--- config.mk ---
export PLATFORM = sky130hd
export DESIGN_NAME = wlast_fixup_flat
export DESIGN_NICKNAME = d
export VERILOG_FILES = /design/src/hw/axi_burst_pkg.sv /design/src/hw/axi_mem_if.sv /design/src/hw/wlast_fixup.sv /design/src/flat_wrapper.sv
export SDC_FILE = /design/constraint.sdc
export NUM_CORES = 1
export LEC_CHECK = 0
export BUFFER_PORTS_ARGS = -buffer_cell sky130_fd_sc_hd__buf_2
export CAP_MARGIN = 20
export CORE_AREA = 10 10 79 81
export CTS_CLUSTER_DIAMETER = 50
export CTS_CLUSTER_SIZE = 40
export DETAILED_ROUTE_END_ITERATION = 7
export DIE_AREA = 0 0 89 91
export PLACE_DENSITY = 0.73
export SLEW_MARGIN = 20
export SYNTH_ARGS = -nofsm -noshare
export SYNTH_HDL_FRONTEND = slang
export SYNTH_SLANG_ARGS = --single-unit
--- constraint.sdc ---
create_clock -name clk -period 2.3 [get_ports clk]
set_input_delay 0.46 -clock clk [delete_from_list [all_inputs] [get_ports clk]]
set_output_delay 0.46 -clock clk [all_outputs]
set_load 0.02 [all_outputs]
--- src/hw/axi_burst_pkg.sv ---
// Bursts are incrementing and word aligned, must stay inside the memory, and every response is OKAY
package axi_burst_pkg;

    // Data bus width in bits
    localparam int data_width = 32;

    // Byte address width on both sides of the mapper
    localparam int addr_width = 12;

    // Address bits below the word index, ignored by the mapper and the memory
    localparam int byte_idx_width = 2;

    // Width of the word index carried through the gearboxes
    localparam int word_addr_width = addr_width - byte_idx_width;

    // Depth of the responder memory in words
    localparam int mem_words = 256;

    // Index width of the responder memory
    localparam int mem_idx_width = $clog2(mem_words);

    // Manager len is AXI style, so beats = len + 1 (1 to 256)
    localparam int m_len_width = 8;

    // Subordinate len, also beats minus one
    localparam int s_len_width = 2;

    // Largest subordinate burst and the alignment window when alignment is on
    localparam int s_max_beats = 4;

    // The only response code ever returned
    localparam logic [1:0] resp_okay = 2'b00;

    // Responder FSM states
    typedef enum logic [1:0] {
        idle,
        write_data,
        write_resp,
        read_data
    } resp_state_t;

endpackage

--- src/hw/axi_mem_if.sv ---
// AXI burst channels without IDs or strobes; the final flags ride alongside the address and responses
interface axi_mem_if #(
    parameter int len_width = axi_burst_pkg::s_len_width
);

    // Write address, with the final flag set on the last chunk of a manager burst
    logic                                  aw_valid;
    logic                                  aw_ready;
    logic [axi_burst_pkg::addr_width-1:0]  aw_addr;
    logic [len_width-1:0]                  aw_len;
    logic                                  aw_final;

    // Write data
    logic                                  w_valid;
    logic                                  w_ready;
    logic [axi_burst_pkg::data_width-1:0]  w_data;
    logic                                  w_last;

    // Write response echoes the final flag of its AW
    logic                                  b_valid;
    logic                                  b_ready;
    logic [1:0]                            b_resp;
    logic                                  b_final;

    // Read address
    logic                                  ar_valid;
    logic                                  ar_ready;
    logic [axi_burst_pkg::addr_width-1:0]  ar_addr;
    logic [len_width-1:0]                  ar_len;
    logic                                  ar_final;

    // Read data echoes the final flag of its AR on every beat
    logic                                  r_valid;
    logic                                  r_ready;
    logic [axi_burst_pkg::data_width-1:0]  r_data;
    logic [1:0]                            r_resp;
    logic                                  r_last;
    logic                                  r_final;

    modport manager (
        output aw_valid, aw_addr, aw_len, aw_final, w_valid, w_data, w_last, b_ready,
        output ar_valid, ar_addr, ar_len, ar_final, r_ready,
        input  aw_ready, w_ready, b_valid, b_resp, b_final,
        input  ar_ready, r_valid, r_data, r_resp, r_last, r_final
    );

    modport subordinate (
        input  aw_valid, aw_addr, aw_len, aw_final, w_valid, w_data, w_last, b_ready,
        input  ar_valid, ar_addr, ar_len, ar_final, r_ready,
        output aw_ready, w_ready, b_valid, b_resp, b_final,
        output ar_ready, r_valid, r_data, r_resp, r_last, r_final
    );

endinterface

--- src/hw/wlast_fixup.sv ---
// Assumes the subordinate never takes a W beat in the cycle it takes the AW of the same burst
module wlast_fixup (
    input  logic             clk,
    input  logic             reset_n,
    axi_mem_if.subordinate   mapped,
    axi_mem_if.manager       fixed
);

    // Beats left in the open subordinate burst after the current one
    logic [axi_burst_pkg::s_len_width-1:0] beats_left;
    logic                                  burst_open;

    // All channels pass straight through
    assign fixed.aw_valid = mapped.aw_valid;
    assign fixed.aw_addr = mapped.aw_addr;
    assign fixed.aw_len = mapped.aw_len;
    assign fixed.aw_final = mapped.aw_final;
    assign mapped.aw_ready = fixed.aw_ready;
    assign fixed.w_valid = mapped.w_valid;
    assign fixed.w_data = mapped.w_data;
    assign mapped.w_ready = fixed.w_ready;
    assign mapped.b_valid = fixed.b_valid;
    assign mapped.b_resp = fixed.b_resp;
    assign mapped.b_final = fixed.b_final;
    assign fixed.b_ready = mapped.b_ready;
    assign fixed.ar_valid = mapped.ar_valid;
    assign fixed.ar_addr = mapped.ar_addr;
    assign fixed.ar_len = mapped.ar_len;
    assign fixed.ar_final = mapped.ar_final;
    assign mapped.ar_ready = fixed.ar_ready;
    assign mapped.r_valid = fixed.r_valid;
    assign mapped.r_data = fixed.r_data;
    assign mapped.r_resp = fixed.r_resp;
    assign mapped.r_last = fixed.r_last;
    assign mapped.r_final = fixed.r_final;
    assign fixed.r_ready = mapped.r_ready;

    // Manager wlast only marks manager bursts, so it is rebuilt per chunk
    assign fixed.w_last = (beats_left == '0);

    always_ff @(posedge clk)
    begin
        if (!reset_n)
        begin
            burst_open <= 1'b0;
        end
        else if (fixed.aw_valid && fixed.aw_ready)
        begin
            burst_open <= 1'b1;
            beats_left <= fixed.aw_len;
        end
        else if (fixed.w_valid && fixed.w_ready)
        begin
            burst_open <= (beats_left != '0);
            beats_left <= beats_left - 1'b1;
        end
    end

    a_w_in_burst: assert property (@(posedge clk) disable iff (!reset_n)
        (fixed.w_valid && fixed.w_ready) |-> burst_open)
        else $error("W beat accepted with no open write burst");

    // The manager's last beat must land on a chunk end, otherwise the gearbox split is off
    a_last_aligned: assert property (@(posedge clk) disable iff (!reset_n)
        (fixed.w_valid && fixed.w_ready && mapped.w_last) |-> fixed.w_last)
        else $error("manager wlast falls inside a subordinate burst");

endmodule

--- src/flat_wrapper.sv ---
// flat-port wrapper written by rule: the top's interface ports become plain ports
module wlast_fixup_flat 
  (clk, reset_n, mapped_aw_valid, mapped_aw_addr, mapped_aw_len, mapped_aw_final, mapped_w_valid, mapped_w_data, mapped_w_last, mapped_b_ready, mapped_ar_valid, mapped_ar_addr, mapped_ar_len, mapped_ar_final, mapped_r_ready, mapped_aw_ready, mapped_w_ready, mapped_b_valid, mapped_b_resp, mapped_b_final, mapped_ar_ready, mapped_r_valid, mapped_r_data, mapped_r_resp, mapped_r_last, mapped_r_final, fixed_aw_valid, fixed_aw_addr, fixed_aw_len, fixed_aw_final, fixed_w_valid, fixed_w_data, fixed_w_last, fixed_b_ready, fixed_ar_valid, fixed_ar_addr, fixed_ar_len, fixed_ar_final, fixed_r_ready, fixed_aw_ready, fixed_w_ready, fixed_b_valid, fixed_b_resp, fixed_b_final, fixed_ar_ready, fixed_r_valid, fixed_r_data, fixed_r_resp, fixed_r_last, fixed_r_final);
  axi_mem_if mapped_i ();
  axi_mem_if fixed_i ();
  input  logic clk;
  input  logic reset_n;
  input wire logic [$bits(mapped_i.aw_valid)-1:0] mapped_aw_valid;
  input wire logic [$bits(mapped_i.aw_addr)-1:0] mapped_aw_addr;
  input wire logic [$bits(mapped_i.aw_len)-1:0] mapped_aw_len;
  input wire logic [$bits(mapped_i.aw_final)-1:0] mapped_aw_final;
  input wire logic [$bits(mapped_i.w_valid)-1:0] mapped_w_valid;
  input wire logic [$bits(mapped_i.w_data)-1:0] mapped_w_data;
  input wire logic [$bits(mapped_i.w_last)-1:0] mapped_w_last;
  input wire logic [$bits(mapped_i.b_ready)-1:0] mapped_b_ready;
  input wire logic [$bits(mapped_i.ar_valid)-1:0] mapped_ar_valid;
  input wire logic [$bits(mapped_i.ar_addr)-1:0] mapped_ar_addr;
  input wire logic [$bits(mapped_i.ar_len)-1:0] mapped_ar_len;
  input wire logic [$bits(mapped_i.ar_final)-1:0] mapped_ar_final;
  input wire logic [$bits(mapped_i.r_ready)-1:0] mapped_r_ready;
  output wire logic [$bits(mapped_i.aw_ready)-1:0] mapped_aw_ready;
  output wire logic [$bits(mapped_i.w_ready)-1:0] mapped_w_ready;
  output wire logic [$bits(mapped_i.b_valid)-1:0] mapped_b_valid;
  output wire logic [$bits(mapped_i.b_resp)-1:0] mapped_b_resp;
  output wire logic [$bits(mapped_i.b_final)-1:0] mapped_b_final;
  output wire logic [$bits(mapped_i.ar_ready)-1:0] mapped_ar_ready;
  output wire logic [$bits(mapped_i.r_valid)-1:0] mapped_r_valid;
  output wire logic [$bits(mapped_i.r_data)-1:0] mapped_r_data;
  output wire logic [$bits(mapped_i.r_resp)-1:0] mapped_r_resp;
  output wire logic [$bits(mapped_i.r_last)-1:0] mapped_r_last;
  output wire logic [$bits(mapped_i.r_final)-1:0] mapped_r_final;
  output wire logic [$bits(fixed_i.aw_valid)-1:0] fixed_aw_valid;
  output wire logic [$bits(fixed_i.aw_addr)-1:0] fixed_aw_addr;
  output wire logic [$bits(fixed_i.aw_len)-1:0] fixed_aw_len;
  output wire logic [$bits(fixed_i.aw_final)-1:0] fixed_aw_final;
  output wire logic [$bits(fixed_i.w_valid)-1:0] fixed_w_valid;
  output wire logic [$bits(fixed_i.w_data)-1:0] fixed_w_data;
  output wire logic [$bits(fixed_i.w_last)-1:0] fixed_w_last;
  output wire logic [$bits(fixed_i.b_ready)-1:0] fixed_b_ready;
  output wire logic [$bits(fixed_i.ar_valid)-1:0] fixed_ar_valid;
  output wire logic [$bits(fixed_i.ar_addr)-1:0] fixed_ar_addr;
  output wire logic [$bits(fixed_i.ar_len)-1:0] fixed_ar_len;
  output wire logic [$bits(fixed_i.ar_final)-1:0] fixed_ar_final;
  output wire logic [$bits(fixed_i.r_ready)-1:0] fixed_r_ready;
  input wire logic [$bits(fixed_i.aw_ready)-1:0] fixed_aw_ready;
  input wire logic [$bits(fixed_i.w_ready)-1:0] fixed_w_ready;
  input wire logic [$bits(fixed_i.b_valid)-1:0] fixed_b_valid;
  input wire logic [$bits(fixed_i.b_resp)-1:0] fixed_b_resp;
  input wire logic [$bits(fixed_i.b_final)-1:0] fixed_b_final;
  input wire logic [$bits(fixed_i.ar_ready)-1:0] fixed_ar_ready;
  input wire logic [$bits(fixed_i.r_valid)-1:0] fixed_r_valid;
  input wire logic [$bits(fixed_i.r_data)-1:0] fixed_r_data;
  input wire logic [$bits(fixed_i.r_resp)-1:0] fixed_r_resp;
  input wire logic [$bits(fixed_i.r_last)-1:0] fixed_r_last;
  input wire logic [$bits(fixed_i.r_final)-1:0] fixed_r_final;
  assign mapped_i.aw_valid = mapped_aw_valid;
  assign mapped_i.aw_addr = mapped_aw_addr;
  assign mapped_i.aw_len = mapped_aw_len;
  assign mapped_i.aw_final = mapped_aw_final;
  assign mapped_i.w_valid = mapped_w_valid;
  assign mapped_i.w_data = mapped_w_data;
  assign mapped_i.w_last = mapped_w_last;
  assign mapped_i.b_ready = mapped_b_ready;
  assign mapped_i.ar_valid = mapped_ar_valid;
  assign mapped_i.ar_addr = mapped_ar_addr;
  assign mapped_i.ar_len = mapped_ar_len;
  assign mapped_i.ar_final = mapped_ar_final;
  assign mapped_i.r_ready = mapped_r_ready;
  assign mapped_aw_ready = mapped_i.aw_ready;
  assign mapped_w_ready = mapped_i.w_ready;
  assign mapped_b_valid = mapped_i.b_valid;
  assign mapped_b_resp = mapped_i.b_resp;
  assign mapped_b_final = mapped_i.b_final;
  assign mapped_ar_ready = mapped_i.ar_ready;
  assign mapped_r_valid = mapped_i.r_valid;
  assign mapped_r_data = mapped_i.r_data;
  assign mapped_r_resp = mapped_i.r_resp;
  assign mapped_r_last = mapped_i.r_last;
  assign mapped_r_final = mapped_i.r_final;
  assign fixed_aw_valid = fixed_i.aw_valid;
  assign fixed_aw_addr = fixed_i.aw_addr;
  assign fixed_aw_len = fixed_i.aw_len;
  assign fixed_aw_final = fixed_i.aw_final;
  assign fixed_w_valid = fixed_i.w_valid;
  assign fixed_w_data = fixed_i.w_data;
  assign fixed_w_last = fixed_i.w_last;
  assign fixed_b_ready = fixed_i.b_ready;
  assign fixed_ar_valid = fixed_i.ar_valid;
  assign fixed_ar_addr = fixed_i.ar_addr;
  assign fixed_ar_len = fixed_i.ar_len;
  assign fixed_ar_final = fixed_i.ar_final;
  assign fixed_r_ready = fixed_i.r_ready;
  assign fixed_i.aw_ready = fixed_aw_ready;
  assign fixed_i.w_ready = fixed_w_ready;
  assign fixed_i.b_valid = fixed_b_valid;
  assign fixed_i.b_resp = fixed_b_resp;
  assign fixed_i.b_final = fixed_b_final;
  assign fixed_i.ar_ready = fixed_ar_ready;
  assign fixed_i.r_valid = fixed_r_valid;
  assign fixed_i.r_data = fixed_r_data;
  assign fixed_i.r_resp = fixed_r_resp;
  assign fixed_i.r_last = fixed_r_last;
  assign fixed_i.r_final = fixed_r_final;
  wlast_fixup u_core (.clk(clk), .reset_n(reset_n), .mapped(mapped_i), .fixed(fixed_i));
endmodule
==> flow_metrics.py <==
metrics = {
    "yosys": {
        "synth_area_leader_cell": "buf_4",
        "synth-seq-cells": 2,
        "synth_seq_area_share_pct": 6.258,
        "synth_enable_flop_cells": 2,
        "synth_common_cells": "buf_4 (111), inv_1 (3), edfxtp_1 (2)",
        "ys_warn_count": 0,
        "synth.most_common_cell": "buf_4",
        "syn_area_um2": 959.7,
        "yosysTopAreaCellShare_pct": 86.83,
        "synth_cells": 122,
        "async_flop_share_pct": 0,
        "synthFlopType": "edfxtp_1",
        "synth_area_leaders": "buf_4 (87%), edfxtp_1 (6.3%), mux2_4 (1.6%)",
        "postSynthAreaPerCell_um2": 7.866,
        "synth_nets": 237,
        "ys_types": 9,
    },
    "timing": {
        "whs_ns": 0.5655,
        "hold_viol_final": 0,
        "tightest_slew_ns": 0.3093,
        "fin_skew_ns": 0.001376,
        "setup_slack_ns": 0.8981,
        "fmax_mhz": 713.3,
        "final_max_slew_viol_count": 0,
        "fin_crit_ns": 1.402,
        "post-route-period-util_pct": 60.95,
        "max_slew_margin_pct": 79.20,
        "tns_ns": 0,
        "finalSetupViolations": 0,
        "rsz0062_at_grt": "no",
    },
    "finish": {
        "fillers": 535,
        "top_register": "u_core.beats_left",
        "top_regs": "u_core.beats_left (2)",
        "diodes": 0,
        "syn2layout_area_growth_pct": -68.19,
        "multi_input_area_um2": 55.05,
        "final_net_count": 145,
        "ff_latch_area_um2": 60.06,
        "largest_reg_flops": 2,
        "stdcell_area_um2": 305.3,
        "post_route_cells_drive_above_1_share_pct": 67.86,
    },
    "clock_tree": {
        "cts_sinks": 2,
        "clock_latency_ns": 0.22,
        "cts_root_buffer": "clkbuf_8",
        "clk_path_buf_depth": 2,
        "cts.clk_slew.worst_paths_ns": 0.03,
        "hold_buffers": 0,
        "ctsHtreeMaxLevel": 1,
        "post-cts-setup-buffers": 0,
        "cts_resized": 0,
        "cts_buffers": 3,
        "tritoncts": "yes",
    },
    "place": {
        "port_buffers": 14,
        "dpl_worst_slack_ns": 1.033,
        "place_congestion": 0.5451,
        "dpl_cell_area_um2": 264.0,
        "hpwl_um": 1385,
    },
    "global_route": {
        "grt_pass1_wl_um": 2325,
        "grt-ovfl-total": 0,
        "antenna_found_initial": 0,
        "grt_start_max_net_pins": 4,
        "grt_pass1_vias": 387,
        "grt_usage_pct": 4.122,
    },
    "routing": {
        "firstDrtPassIters": 2,
        "drc_errors": 0,
        "routed_via_density": 3.707,
        "via_count": 304,
        "totalWireLength_um": 1795,
        "first_iter_violations": 2,
        "antenna_left": 0,
        "wire_per_inst_um": 21.89,
    },
    "setup_path": {
        "slowest_stage": "edfxtp_1",
        "cp.depth": 3,
        "criticalPathCategory": "reg -> out",
        "required_ns": 1.84,
        "critical_path.max_stage_delay_ns": 0.36,
        "r2r-start": "u_core.beats_left[0]",
        "end_kind": "primary output",
        "cp-startpoint": "u_core.beats_left[0]",
        "crit_path_max_fanout": 2,
        "arrival_ns": 0.94,
        "critPathLaunchType": "flop",
        "worstPathCellList": "inv_1 -> ha_1 -> buf_2",
        "critical-path-top-delay-family": "flip-flops",
        "path_buf_inv": 2,
        "reg2reg_depth": 3,
    },
    "die": {
        "ios": 226,
        "rows": 25,
        "start_util_pct": 20.59,
        "dieArea_um2": 8099,
        "core_um2": 4661,
        "die_y_um": 91,
        "die_width_um": 89,
    },
    "power": {
        "total_power_mw": 0.2206,
        "p_leak_nw": 0.1439,
        "ir_worst_vdd_mv": 0.1398,
        "p_per_area_nw_per_um2": 722.6,
    },
    "hold_path": {
        "hp-class": "in -> reg",
        "hold_start": "mapped_aw_len[0]",
        "min_path_cells": 2,
    },
    "run_status": {
        "status": "complete, no violations",
    },
    "flow_run": {
        "max-cap-violations": 0,
    },
}
==> cells by family after synthesis <==
| family | after synthesis | synth area share, % |
|---|---|---|
| buffers and inverters | 114 | 88.01 |
| multiplexers | 2 | 2.607 |
| AND/OR/NAND/NOR | 2 | 1.043 |
| flip-flops | 2 | 6.258 |
| AO/OA/AOI/OAI | 1 | 0.7826 |
| adder cells (fa/ha/maj) | 1 | 1.304 |
==> power by group <==
group          switching (mW)  total (mW)  internal (mW)
sequential           0.000510      0.0438         0.0433
clock                  0.0338       0.145          0.111
combinational          0.0182      0.0317         0.0135
total                  0.0525       0.221          0.168
==> placed cells by master (no fill, tap or decap) <==
cell       n
a21boi_0   1
buf_2     14
clkbuf_8   3
edfxtp_1   2
ha_1       1
inv_1      3
mux2_4     1
mux2i_1    1
nand2_1    1
nand2_2    1
==> final cells by class <==
cell class              instances  area share (%)
repair buffers                 14           22.95
well taps                      54           22.13
flip-flops and latches          2           19.67
multi-input cells               6           18.03
clock buffers                   3           13.52
inverters                       3           3.689
==> path summary, 6_finish.rpt <==
| path | end | slack [ns] |
|---|---|---|
| hold reg to reg | u_core.beats_left[0] | 0.68 |
| setup reg to reg | u_core.beats_left[1] | 1.34 |
| setup / recovery | fixed_w_last | 0.90 |
| hold / removal | u_core.beats_left[0] | 0.57 |
==> stage by stage <==
stage	cells	utilization, %
5_1_grt	82	6.550
3_3_place_gp	79	5.664
4_1_cts	82	6.550
3_5_place_dp	79	5.664
2_1_floorplan	122	-
6_report	82	6.550
==> layer usage <==
| layer | global-route usage, % | share of wire, % |
|---|---|---|
| met1 | 0.7641 | 9.5 |
| met2 | 4.088 | 32 |
| met3 | 5.094 | 36 |
| met4 | 12.33 | 22 |
| met5 | 0 | 0 |
Power figures use the tool's default switching activity.
