### src/hw/axi_burst_pkg.sv
// Bursts are incrementing and word aligned, must stay inside the memory, and every response is OKAY
package axi_burst_pkg;

    // Data bus width in bits
    localparam int data_width = 32;

    // Byte address width on both sides of the mapper
    localparam int addr_width = 12;

    // Address bits below the word index, ignored by the mapper and the memory
    localparam int byte_idx_width = 2;

    // Width of the word index carried through the gearboxes
    localparam int word_addr_width = addr_width - byte_idx_width;

    // Depth of the responder memory in words
    localparam int mem_words = 256;

    // Index width of the responder memory
    localparam int mem_idx_width = $clog2(mem_words);

    // Manager len is AXI style, so beats = len + 1 (1 to 256)
    localparam int m_len_width = 8;

    // Subordinate len, also beats minus one
    localparam int s_len_width = 2;

    // Largest subordinate burst and the alignment window when alignment is on
    localparam int s_max_beats = 4;

    // The only response code ever returned
    localparam logic [1:0] resp_okay = 2'b00;

    // Responder FSM states
    typedef enum logic [1:0] {
        idle,
        write_data,
        write_resp,
        read_data
    } resp_state_t;

endpackage

### src/hw/axi_mem_if.sv
// AXI burst channels without IDs or strobes; the final flags ride alongside the address and responses
interface axi_mem_if #(
    parameter int len_width = axi_burst_pkg::s_len_width
);

    // Write address, with the final flag set on the last chunk of a manager burst
    logic                                  aw_valid;
    logic                                  aw_ready;
    logic [axi_burst_pkg::addr_width-1:0]  aw_addr;
    logic [len_width-1:0]                  aw_len;
    logic                                  aw_final;

    // Write data
    logic                                  w_valid;
    logic                                  w_ready;
    logic [axi_burst_pkg::data_width-1:0]  w_data;
    logic                                  w_last;

    // Write response echoes the final flag of its AW
    logic                                  b_valid;
    logic                                  b_ready;
    logic [1:0]                            b_resp;
    logic                                  b_final;

    // Read address
    logic                                  ar_valid;
    logic                                  ar_ready;
    logic [axi_burst_pkg::addr_width-1:0]  ar_addr;
    logic [len_width-1:0]                  ar_len;
    logic                                  ar_final;

    // Read data echoes the final flag of its AR on every beat
    logic                                  r_valid;
    logic                                  r_ready;
    logic [axi_burst_pkg::data_width-1:0]  r_data;
    logic [1:0]                            r_resp;
    logic                                  r_last;
    logic                                  r_final;

    modport manager (
        output aw_valid, aw_addr, aw_len, aw_final, w_valid, w_data, w_last, b_ready,
        output ar_valid, ar_addr, ar_len, ar_final, r_ready,
        input  aw_ready, w_ready, b_valid, b_resp, b_final,
        input  ar_ready, r_valid, r_data, r_resp, r_last, r_final
    );

    modport subordinate (
        input  aw_valid, aw_addr, aw_len, aw_final, w_valid, w_data, w_last, b_ready,
        input  ar_valid, ar_addr, ar_len, ar_final, r_ready,
        output aw_ready, w_ready, b_valid, b_resp, b_final,
        output ar_ready, r_valid, r_data, r_resp, r_last, r_final
    );

endinterface

### src/hw/burst_gearbox.sv
// Outputs are meaningful only while the owner holds a chunk valid; new_req takes priority over s_accept
module burst_gearbox #(
    parameter bit natural_alignment = 1'b1
) (
    input  logic                                     clk,
    input  logic                                     reset_n,
    input  logic                                     new_req,
    input  logic [axi_burst_pkg::word_addr_width-1:0] m_addr,
    input  logic [axi_burst_pkg::m_len_width-1:0]     m_len,
    input  logic                                     s_accept,
    output logic [axi_burst_pkg::word_addr_width-1:0] s_addr,
    output logic [axi_burst_pkg::s_len_width-1:0]     s_len,
    output logic                                     s_complete
);

    // Beats still owed to the subordinate, 0 to 256
    logic [axi_burst_pkg::m_len_width:0]     rem_beats;
    // Beats in the current chunk, 1 to s_max_beats while a burst is open
    logic [axi_burst_pkg::s_len_width:0]     chunk_beats;
    logic [axi_burst_pkg::word_addr_width-1:0] cur_addr;

    // Chunk size is the smallest of the cap, the distance to the alignment boundary and what is left
    always_comb
    begin
        chunk_beats = (axi_burst_pkg::s_len_width + 1)'(axi_burst_pkg::s_max_beats);
        if (natural_alignment)
        begin
            chunk_beats = chunk_beats - {1'b0, cur_addr[axi_burst_pkg::s_len_width-1:0]};
        end
        if (rem_beats < (axi_burst_pkg::m_len_width + 1)'(chunk_beats))
        begin
            chunk_beats = rem_beats[axi_burst_pkg::s_len_width:0];
        end
    end

    assign s_addr = cur_addr;
    assign s_len = axi_burst_pkg::s_len_width'(chunk_beats - 1'b1);

    // The current chunk finishes the manager burst
    assign s_complete = (rem_beats <= (axi_burst_pkg::m_len_width + 1)'(chunk_beats));

    always_ff @(posedge clk)
    begin
        if (!reset_n)
        begin
            rem_beats <= '0;
        end
        else if (new_req)
        begin
            // A new burst replaces whatever finished on this same edge
            rem_beats <= (axi_burst_pkg::m_len_width + 1)'(m_len) + 1'b1;
            cur_addr <= m_addr;
        end
        else if (s_accept)
        begin
            rem_beats <= rem_beats - (axi_burst_pkg::m_len_width + 1)'(chunk_beats);
            cur_addr <= cur_addr + axi_burst_pkg::word_addr_width'(chunk_beats);
        end
    end

    // The owner must only accept chunks of an open burst, and each chunk fits the subordinate
    a_chunk_legal: assert property (@(posedge clk) disable iff (!reset_n)
        s_accept |-> (chunk_beats != 0) &&
                     (chunk_beats <= axi_burst_pkg::s_max_beats))
        else $error("gearbox accepted an empty or oversized chunk");

endmodule

### src/hw/burst_mapper.sv
// One request in flight per channel; the subordinate must echo aw_final on B and ar_final on R
module burst_mapper #(
    parameter bit natural_alignment = 1'b1
) (
    input  logic                                  clk,
    input  logic                                  reset_n,
    input  logic                                  aw_valid,
    output logic                                  aw_ready,
    input  logic [axi_burst_pkg::addr_width-1:0]  aw_addr,
    input  logic [axi_burst_pkg::m_len_width-1:0] aw_len,
    input  logic                                  w_valid,
    output logic                                  w_ready,
    input  logic [axi_burst_pkg::data_width-1:0]  w_data,
    input  logic                                  w_last,
    output logic                                  b_valid,
    input  logic                                  b_ready,
    output logic [1:0]                            b_resp,
    input  logic                                  ar_valid,
    output logic                                  ar_ready,
    input  logic [axi_burst_pkg::addr_width-1:0]  ar_addr,
    input  logic [axi_burst_pkg::m_len_width-1:0] ar_len,
    output logic                                  r_valid,
    input  logic                                  r_ready,
    output logic [axi_burst_pkg::data_width-1:0]  r_data,
    output logic [1:0]                            r_resp,
    output logic                                  r_last,
    axi_mem_if.manager                            sub
);

    logic                                      wr_next;
    logic                                      wr_complete;
    logic [axi_burst_pkg::word_addr_width-1:0] wr_s_addr;
    logic                                      rd_next;
    logic                                      rd_complete;
    logic [axi_burst_pkg::word_addr_width-1:0] rd_s_addr;
    int unsigned                               wr_req_cnt;
    int unsigned                               wr_rsp_cnt;
    int unsigned                               rd_req_cnt;
    int unsigned                               rd_rsp_cnt;

    // Take a new manager burst once the subordinate slot is empty or its final chunk is leaving
    assign wr_next = !sub.aw_valid || (wr_complete && sub.aw_ready);
    assign rd_next = !sub.ar_valid || (rd_complete && sub.ar_ready);
    assign aw_ready = wr_next;
    assign ar_ready = rd_next;

    burst_gearbox #(
        .natural_alignment(natural_alignment)
    ) wr_gearbox (
        .clk        (clk),
        .reset_n    (reset_n),
        .new_req    (wr_next && aw_valid),
        .m_addr     (aw_addr[axi_burst_pkg::addr_width-1:axi_burst_pkg::byte_idx_width]),
        .m_len      (aw_len),
        .s_accept   (sub.aw_valid && sub.aw_ready),
        .s_addr     (wr_s_addr),
        .s_len      (sub.aw_len),
        .s_complete (wr_complete)
    );

    burst_gearbox #(
        .natural_alignment(natural_alignment)
    ) rd_gearbox (
        .clk        (clk),
        .reset_n    (reset_n),
        .new_req    (rd_next && ar_valid),
        .m_addr     (ar_addr[axi_burst_pkg::addr_width-1:axi_burst_pkg::byte_idx_width]),
        .m_len      (ar_len),
        .s_accept   (sub.ar_valid && sub.ar_ready),
        .s_addr     (rd_s_addr),
        .s_len      (sub.ar_len),
        .s_complete (rd_complete)
    );

    // Chunks are word aligned, so the byte offset is always zero
    assign sub.aw_addr = {wr_s_addr, {axi_burst_pkg::byte_idx_width{1'b0}}};
    assign sub.ar_addr = {rd_s_addr, {axi_burst_pkg::byte_idx_width{1'b0}}};
    assign sub.aw_final = wr_complete;
    assign sub.ar_final = rd_complete;

    // Return paths stall together with their ready
    assign w_ready = sub.w_ready;
    assign sub.b_ready = b_ready;
    assign sub.r_ready = r_ready;

    always_ff @(posedge clk)
    begin
        if (!reset_n)
        begin
            sub.aw_valid <= 1'b0;
            sub.ar_valid <= 1'b0;
            sub.w_valid <= 1'b0;
            b_valid <= 1'b0;
            r_valid <= 1'b0;
        end
        else
        begin
            if (wr_next)
            begin
                sub.aw_valid <= aw_valid;
            end
            if (rd_next)
            begin
                sub.ar_valid <= ar_valid;
            end
            if (sub.w_ready)
            begin
                sub.w_valid <= w_valid;
            end
            // Responses to generated chunks are squashed here
            if (b_ready)
            begin
                b_valid <= sub.b_valid && sub.b_final;
            end
            if (r_ready)
            begin
                r_valid <= sub.r_valid;
            end
        end
    end

    // Payload stages follow the same enables as their valids
    always_ff @(posedge clk)
    begin
        if (sub.w_ready)
        begin
            sub.w_data <= w_data;
            sub.w_last <= w_last;
        end
        if (b_ready)
        begin
            b_resp <= sub.b_resp;
        end
        if (r_ready)
        begin
            r_data <= sub.r_data;
            r_resp <= sub.r_resp;
            // Only the end of the final chunk ends the manager burst
            r_last <= sub.r_last && sub.r_final;
        end
    end

    // Request and completion tallies for the response checks below
    always_ff @(posedge clk)
    begin
        if (!reset_n)
        begin
            wr_req_cnt <= 0;
            wr_rsp_cnt <= 0;
            rd_req_cnt <= 0;
            rd_rsp_cnt <= 0;
        end
        else
        begin
            wr_req_cnt <= wr_req_cnt + 32'(aw_valid && aw_ready);
            wr_rsp_cnt <= wr_rsp_cnt + 32'(b_valid && b_ready);
            rd_req_cnt <= rd_req_cnt + 32'(ar_valid && ar_ready);
            rd_rsp_cnt <= rd_rsp_cnt + 32'(r_valid && r_ready && r_last);
        end
    end

    // A subordinate that loses the final flag would produce extra completions
    a_b_count: assert property (@(posedge clk) disable iff (!reset_n)
        (b_valid && b_ready) |-> (wr_rsp_cnt < wr_req_cnt))
        else $error("more manager B responses than accepted AW bursts");

    a_rlast_count: assert property (@(posedge clk) disable iff (!reset_n)
        (r_valid && r_ready && r_last) |-> (rd_rsp_cnt < rd_req_cnt))
        else $error("more manager rlast beats than accepted AR bursts");

endmodule

### src/flat_wrapper.sv
// flat-port wrapper written by rule: the top's interface ports become plain ports
module burst_mapper_flat 
#(
    parameter bit natural_alignment = 1'b1
)
  (clk, reset_n, aw_valid, aw_ready, aw_addr, aw_len, w_valid, w_ready, w_data, w_last, b_valid, b_ready, b_resp, ar_valid, ar_ready, ar_addr, ar_len, r_valid, r_ready, r_data, r_resp, r_last, sub_aw_valid, sub_aw_addr, sub_aw_len, sub_aw_final, sub_w_valid, sub_w_data, sub_w_last, sub_b_ready, sub_ar_valid, sub_ar_addr, sub_ar_len, sub_ar_final, sub_r_ready, sub_aw_ready, sub_w_ready, sub_b_valid, sub_b_resp, sub_b_final, sub_ar_ready, sub_r_valid, sub_r_data, sub_r_resp, sub_r_last, sub_r_final);
  axi_mem_if sub_i ();
  input  logic clk;
  input  logic reset_n;
  input  logic aw_valid;
  output logic aw_ready;
  input  logic [axi_burst_pkg::addr_width-1:0] aw_addr;
  input  logic [axi_burst_pkg::m_len_width-1:0] aw_len;
  input  logic w_valid;
  output logic w_ready;
  input  logic [axi_burst_pkg::data_width-1:0] w_data;
  input  logic w_last;
  output logic b_valid;
  input  logic b_ready;
  output logic [1:0] b_resp;
  input  logic ar_valid;
  output logic ar_ready;
  input  logic [axi_burst_pkg::addr_width-1:0] ar_addr;
  input  logic [axi_burst_pkg::m_len_width-1:0] ar_len;
  output logic r_valid;
  input  logic r_ready;
  output logic [axi_burst_pkg::data_width-1:0] r_data;
  output logic [1:0] r_resp;
  output logic r_last;
  output wire logic [$bits(sub_i.aw_valid)-1:0] sub_aw_valid;
  output wire logic [$bits(sub_i.aw_addr)-1:0] sub_aw_addr;
  output wire logic [$bits(sub_i.aw_len)-1:0] sub_aw_len;
  output wire logic [$bits(sub_i.aw_final)-1:0] sub_aw_final;
  output wire logic [$bits(sub_i.w_valid)-1:0] sub_w_valid;
  output wire logic [$bits(sub_i.w_data)-1:0] sub_w_data;
  output wire logic [$bits(sub_i.w_last)-1:0] sub_w_last;
  output wire logic [$bits(sub_i.b_ready)-1:0] sub_b_ready;
  output wire logic [$bits(sub_i.ar_valid)-1:0] sub_ar_valid;
  output wire logic [$bits(sub_i.ar_addr)-1:0] sub_ar_addr;
  output wire logic [$bits(sub_i.ar_len)-1:0] sub_ar_len;
  output wire logic [$bits(sub_i.ar_final)-1:0] sub_ar_final;
  output wire logic [$bits(sub_i.r_ready)-1:0] sub_r_ready;
  input wire logic [$bits(sub_i.aw_ready)-1:0] sub_aw_ready;
  input wire logic [$bits(sub_i.w_ready)-1:0] sub_w_ready;
  input wire logic [$bits(sub_i.b_valid)-1:0] sub_b_valid;
  input wire logic [$bits(sub_i.b_resp)-1:0] sub_b_resp;
  input wire logic [$bits(sub_i.b_final)-1:0] sub_b_final;
  input wire logic [$bits(sub_i.ar_ready)-1:0] sub_ar_ready;
  input wire logic [$bits(sub_i.r_valid)-1:0] sub_r_valid;
  input wire logic [$bits(sub_i.r_data)-1:0] sub_r_data;
  input wire logic [$bits(sub_i.r_resp)-1:0] sub_r_resp;
  input wire logic [$bits(sub_i.r_last)-1:0] sub_r_last;
  input wire logic [$bits(sub_i.r_final)-1:0] sub_r_final;
  assign sub_aw_valid = sub_i.aw_valid;
  assign sub_aw_addr = sub_i.aw_addr;
  assign sub_aw_len = sub_i.aw_len;
  assign sub_aw_final = sub_i.aw_final;
  assign sub_w_valid = sub_i.w_valid;
  assign sub_w_data = sub_i.w_data;
  assign sub_w_last = sub_i.w_last;
  assign sub_b_ready = sub_i.b_ready;
  assign sub_ar_valid = sub_i.ar_valid;
  assign sub_ar_addr = sub_i.ar_addr;
  assign sub_ar_len = sub_i.ar_len;
  assign sub_ar_final = sub_i.ar_final;
  assign sub_r_ready = sub_i.r_ready;
  assign sub_i.aw_ready = sub_aw_ready;
  assign sub_i.w_ready = sub_w_ready;
  assign sub_i.b_valid = sub_b_valid;
  assign sub_i.b_resp = sub_b_resp;
  assign sub_i.b_final = sub_b_final;
  assign sub_i.ar_ready = sub_ar_ready;
  assign sub_i.r_valid = sub_r_valid;
  assign sub_i.r_data = sub_r_data;
  assign sub_i.r_resp = sub_r_resp;
  assign sub_i.r_last = sub_r_last;
  assign sub_i.r_final = sub_r_final;
  burst_mapper #(.natural_alignment(natural_alignment)) u_core (.clk(clk), .reset_n(reset_n), .aw_valid(aw_valid), .aw_ready(aw_ready), .aw_addr(aw_addr), .aw_len(aw_len), .w_valid(w_valid), .w_ready(w_ready), .w_data(w_data), .w_last(w_last), .b_valid(b_valid), .b_ready(b_ready), .b_resp(b_resp), .ar_valid(ar_valid), .ar_ready(ar_ready), .ar_addr(ar_addr), .ar_len(ar_len), .r_valid(r_valid), .r_ready(r_ready), .r_data(r_data), .r_resp(r_resp), .r_last(r_last), .sub(sub_i));
endmodule
### config.mk
export PLATFORM = sky130hd
export DESIGN_NAME = burst_mapper_flat
export DESIGN_NICKNAME = d
export VERILOG_FILES = /design/src/hw/axi_burst_pkg.sv /design/src/hw/axi_mem_if.sv /design/src/hw/burst_gearbox.sv /design/src/hw/burst_mapper.sv /design/src/flat_wrapper.sv
export SDC_FILE = /design/constraint.sdc
export NUM_CORES = 1
export LEC_CHECK = 0
export BUFFER_PORTS_ARGS = -buffer_cell sky130_fd_sc_hd__buf_2
export CORE_ASPECT_RATIO = 0.9
export CORE_MARGIN = 5
export CORE_UTILIZATION = 48
export DETAILED_ROUTE_END_ITERATION = 8
export PLACE_DENSITY = 0.8
export SETUP_SLACK_MARGIN = 0.2
export SLEW_MARGIN = 0
export SYNTH_ARGS = -nofsm -noshare
export SYNTH_HDL_FRONTEND = slang
export SYNTH_HIERARCHICAL = 1
export SYNTH_SLANG_ARGS = --single-unit
export TNS_END_PERCENT = 20
### constraint.sdc
create_clock -name clk -period 6.4 [get_ports clk]
set_input_delay 1.28 -clock clk [delete_from_list [all_inputs] [get_ports clk]]
set_output_delay 1.28 -clock clk [all_outputs]
set_load 0.05 [all_outputs]
==> insert_results.sql <==
INSERT INTO impl_metrics (metric_group, metric, value, unit) VALUES
('yosys', 'fraction_of_post_synthesis_cell_area_in_the_top_cell_type_by_area', '0.485', ''),
('status', 'outcome', 'complete, no violations', ''),
('power_and_ir_drop', 'max-vdd-ir-drop', '0.184', 'mV'),
('global_routing', 'grt_max_degree', '38', ''),
('finish', 'drive_above_1_share', '0.380', ''),
('floorplanning', 'core_area', '0.0114', 'sq mm'),
('cts', 'worst_setup_hold_path_clk_slew', '0.06', 'ns'),
('global_routing', 'met3_usage', '0.0655', ''),
('cts', 'cts.sink_count', '113', ''),
('place', 'port_buffers', '225', ''),
('global_routing', 'globalRouteMet1Util', '0.246', ''),
('min_path', 'hold_class', 'flip-flop to flip-flop', ''),
('global_routing', 'grt_overflow_total', '0', ''),
('setup_path', 'cp.arrival', '4.51', 'ns'),
('sta', 'finalCriticalPeriod', '5.79', 'ns'),
('setup_path', 'critical_path.reg2reg.startpoint', 'u_core/rd_gearbox/s_addr[1]', ''),
('detailed_routing', 'drt-wirelength-per-cell', '17.3', 'um'),
('yosys', 'ys_ff_latch', '113', ''),
('yosys', 'mappedNetlistArea', '0.00557', 'sq mm'),
('sta', 'clock-skew-final', '0.00682', 'ns'),
('yosys', 'synth_edf_count', '90', ''),
('finish', 'seq_area', '0.00316', 'sq mm'),
('global_routing', 'busiest_layer', 'met2', ''),
('job', 'maxCapViolations', '0', ''),
('sta', 'fmaxAchievable', '0.173', 'GHz'),
('sta', 'finalSetupTns', '0', 'ns'),
('floorplanning', 'core.rowCount', '37', ''),
('yosys', 'post_synth_inst_count', '479', ''),
('yosys', 'synth-seq-area-share', '0.568', ''),
('setup_path', 'timing_worst_setup_path_type', 'flip-flop to primary output', ''),
('cts', 'ctsResizeCount', '0', ''),
('sta', 'setup_ws', '0.612', 'ns'),
('detailed_routing', 'drt_first_pass_iters', '4', ''),
('cts', 'cts_hold_repair.buffers', '0', ''),
('power_and_ir_drop', 'power.density', '360', 'mW/mm^2'),
('setup_path', 'worstSetupStartpointType', 'flip-flop', ''),
('global_routing', 'first_pass_grt_wire_length', '23100', 'um'),
('yosys', 'leading_post_synthesis_cells_by_cell_area', 'edfxtp_1 (49%), dfxtp_1 (8.3%), ha_1 (4.5%)', ''),
('yosys', 'postSynth.asyncResetShare', '0', ''),
('global_routing', 'total_global_routing_track_utilization', '0.213', ''),
('floorplanning', 'boundaryPins', '234', ''),
('setup_path', 'reg2reg_to', 'u_core/rd_gearbox/rem_beats[8]', ''),
('setup_path', 'path_max_fanout', '6', ''),
('finish', 'multi_input_comb_area', '0.00222', 'sq mm'),
('yosys', 'synthFlopType', 'edfxtp_1', ''),
('cts', 'cts-root-to-sink-buffers', '2', ''),
('place', 'pre_cts_slack', '1.09', 'ns'),
('global_routing', 'initial_antenna_violation_count', '1', ''),
('setup_path', 'critical_path.endpoint_type', 'primary output', ''),
('yosys', 'ys_types', '48', ''),
('cts', 'clock_insertion_delay_worst_skew', '0.40', 'ns'),
('yosys', 'synth_largest_area_cell', 'edfxtp_1', ''),
('setup_path', 'cp-startpoint', 'u_core/rd_gearbox/s_addr[1]', ''),
('floorplanning', 'floorplan.die_area', '0.0139', 'sq mm'),
('place', 'dp_hpwl', '11700', 'um'),
('floorplanning', 'dieWidth', '124', 'um'),
('cts', 'tritoncts.num_buffers', '17', ''),
('finish', 'n_fill_cell', '882', ''),
('yosys', 'synthesis.yosys.warnings', '6', ''),
('sta', 'rsz0062_at_grt', 'false', ''),
('global_routing', 'vias_in_the_first_global_route', '4623', ''),
('detailed_routing', 'vias', '4685', ''),
('setup_path', 'critPathRequiredTime', '5.12', 'ns'),
('cts', 'ctsRootBufferMaster', 'clkbuf_16', ''),
('finish', 'nNetsFinal', '852', ''),
('sta', 'final_setup_violation_count', '0', ''),
('yosys', 'syn-mean-instance-area', '11.6', 'sq um'),
('detailed_routing', 'number_of_remaining_drc_errors', '0', ''),
('detailed_routing', 'final_wirelength', '15200', 'um'),
('cts', 'cts_post_setup_buffers_inserted', '0', ''),
('place', 'placed_cell_area', '0.00681', 'sq mm');
-- metal layers --
metal  part of all wire  wire length, um
met2               0.50             7680
met4              0.019              294
met1               0.40             6040
met3              0.079             1200
met5                  0                0
-- cells in the final DEF, fill, tap and decap left out, types with 16 or more instances in the layout --
master,instances
buf_2,225
edfxtp_1,90
nand2_1,47
o21ai_0,30
a21oi_1,26
dfxtp_1,23
inv_1,22
nor2_1,22
ha_1,20
clkbuf_16,17
xor2_1,16
-- state kept, by name, summed over array words and instances, names as in the netlist --
| register | flops |
|---|---|
| u_core/sub.w_last | 1 |
| u_core/r_resp | 2 |
| u_core/wr_gearbox/s_addr | 10 |
| u_core/rd_gearbox/s_addr | 10 |
| u_core/b_resp | 2 |
| u_core/sub.ar_valid | 1 |
| u_core/wr_gearbox/rem_beats | 9 |
| u_core/b_valid | 1 |
| u_core/sub.w_valid | 1 |
| u_core/r_valid | 1 |
| u_core/r_data | 32 |
| u_core/sub.aw_valid | 1 |
| u_core/sub.w_data | 32 |
| u_core/rd_gearbox/rem_beats | 9 |
| u_core/r_last | 1 |
-- power breakdown --
part | leakage, nW | total (mW) | switching, mW | internal, mW
clock network | 0.255 | 0.865 | 0.335 | 0.530
registers | 1.06 | 0.928 | 0.0481 | 0.880
logic | 1.85 | 0.859 | 0.593 | 0.266
total | 3.17 | 2.65 | 0.976 | 1.68
-- synth_stat cells, types with 10 or more instances --
cell and count:
inv_1 22, edfxtp_1 90, nand2_1 47, o21ai_0 30, dfxtp_1 23, a21oi_1 26, nor2_1 22, xor2_1 16
a31oi_1 10, ha_1 20, clkbuf_1 10, mux2i_1 10, xnor2_1 14, nand3_1 14
-- worst min path at each step --
stage                                               from  cells past startpoint  slack [ns]                              to
after floorplan           u_core/rd_gearbox/rem_beats[8]                      2        0.46  u_core/rd_gearbox/rem_beats[8]
after detailed placement                  u_core/b_valid                      2        0.47                  u_core/b_valid
final                                     u_core/b_valid                      2        0.49                  u_core/b_valid
after global placement                    u_core/b_valid                      2        0.46                  u_core/b_valid
after CTS                                 u_core/b_valid                      2        0.48                  u_core/b_valid
after global routing                      u_core/b_valid                      2        0.52                  u_core/b_valid
-- cell type report --
| class | instances | share of cell area |
|---|---|---|
| Clock buffer | 18 | 0.0583 |
| Sequential cell | 113 | 0.430 |
| Tap cell | 156 | 0.0265 |
| Timing Repair Buffer | 228 | 0.156 |
| Clock inverter | 14 | 0.0158 |
| Inverter | 22 | 0.0112 |
| Multi-Input combinational cell | 326 | 0.302 |
| Antenna cell | 1 | 0.000340 |
-- cell families (layout without fill, tap and decap cells) --
kind of cell | count (synthesis) | in the layout | share of synthesized area
flops | 113 | 113 | 0.568
compound gates | 110 | 110 | 0.136
other cells | 1 | 5 | 0.000674
buf+inv | 43 | 282 | 0.0364
simple gates | 144 | 144 | 0.133
xor+xnor | 30 | 30 | 0.0472
mux | 18 | 18 | 0.0342
fa+ha+maj | 20 | 20 | 0.0449
-- critical path, cell delays in order (launching register included) --
cell	delay [ns]
edfxtp_1	0.42
inv_1	0.08
ha_1	0.33
inv_1	0.08
ha_1	0.28
o21ai_0	0.22
nor2_1	0.16
or3_1	0.45
mux2_2	0.27
inv_1	0.05
ha_1	0.39
o311a_4	0.17
a311oi_4	0.43
a31oi_1	0.08
nor2_1	0.26
a21boi_2	0.12
inv_1	0.06
buf_2	0.25
-- per-stage QoR --
stage               instances  hold slack (ns)
finish                    878            0.488
global route              878            0.517
CTS                       877            0.482
detailed placement        845            0.471
global placement          845            0.460
floorplan                 482            0.462
Note: power is estimated with default switching activity, not from simulation.
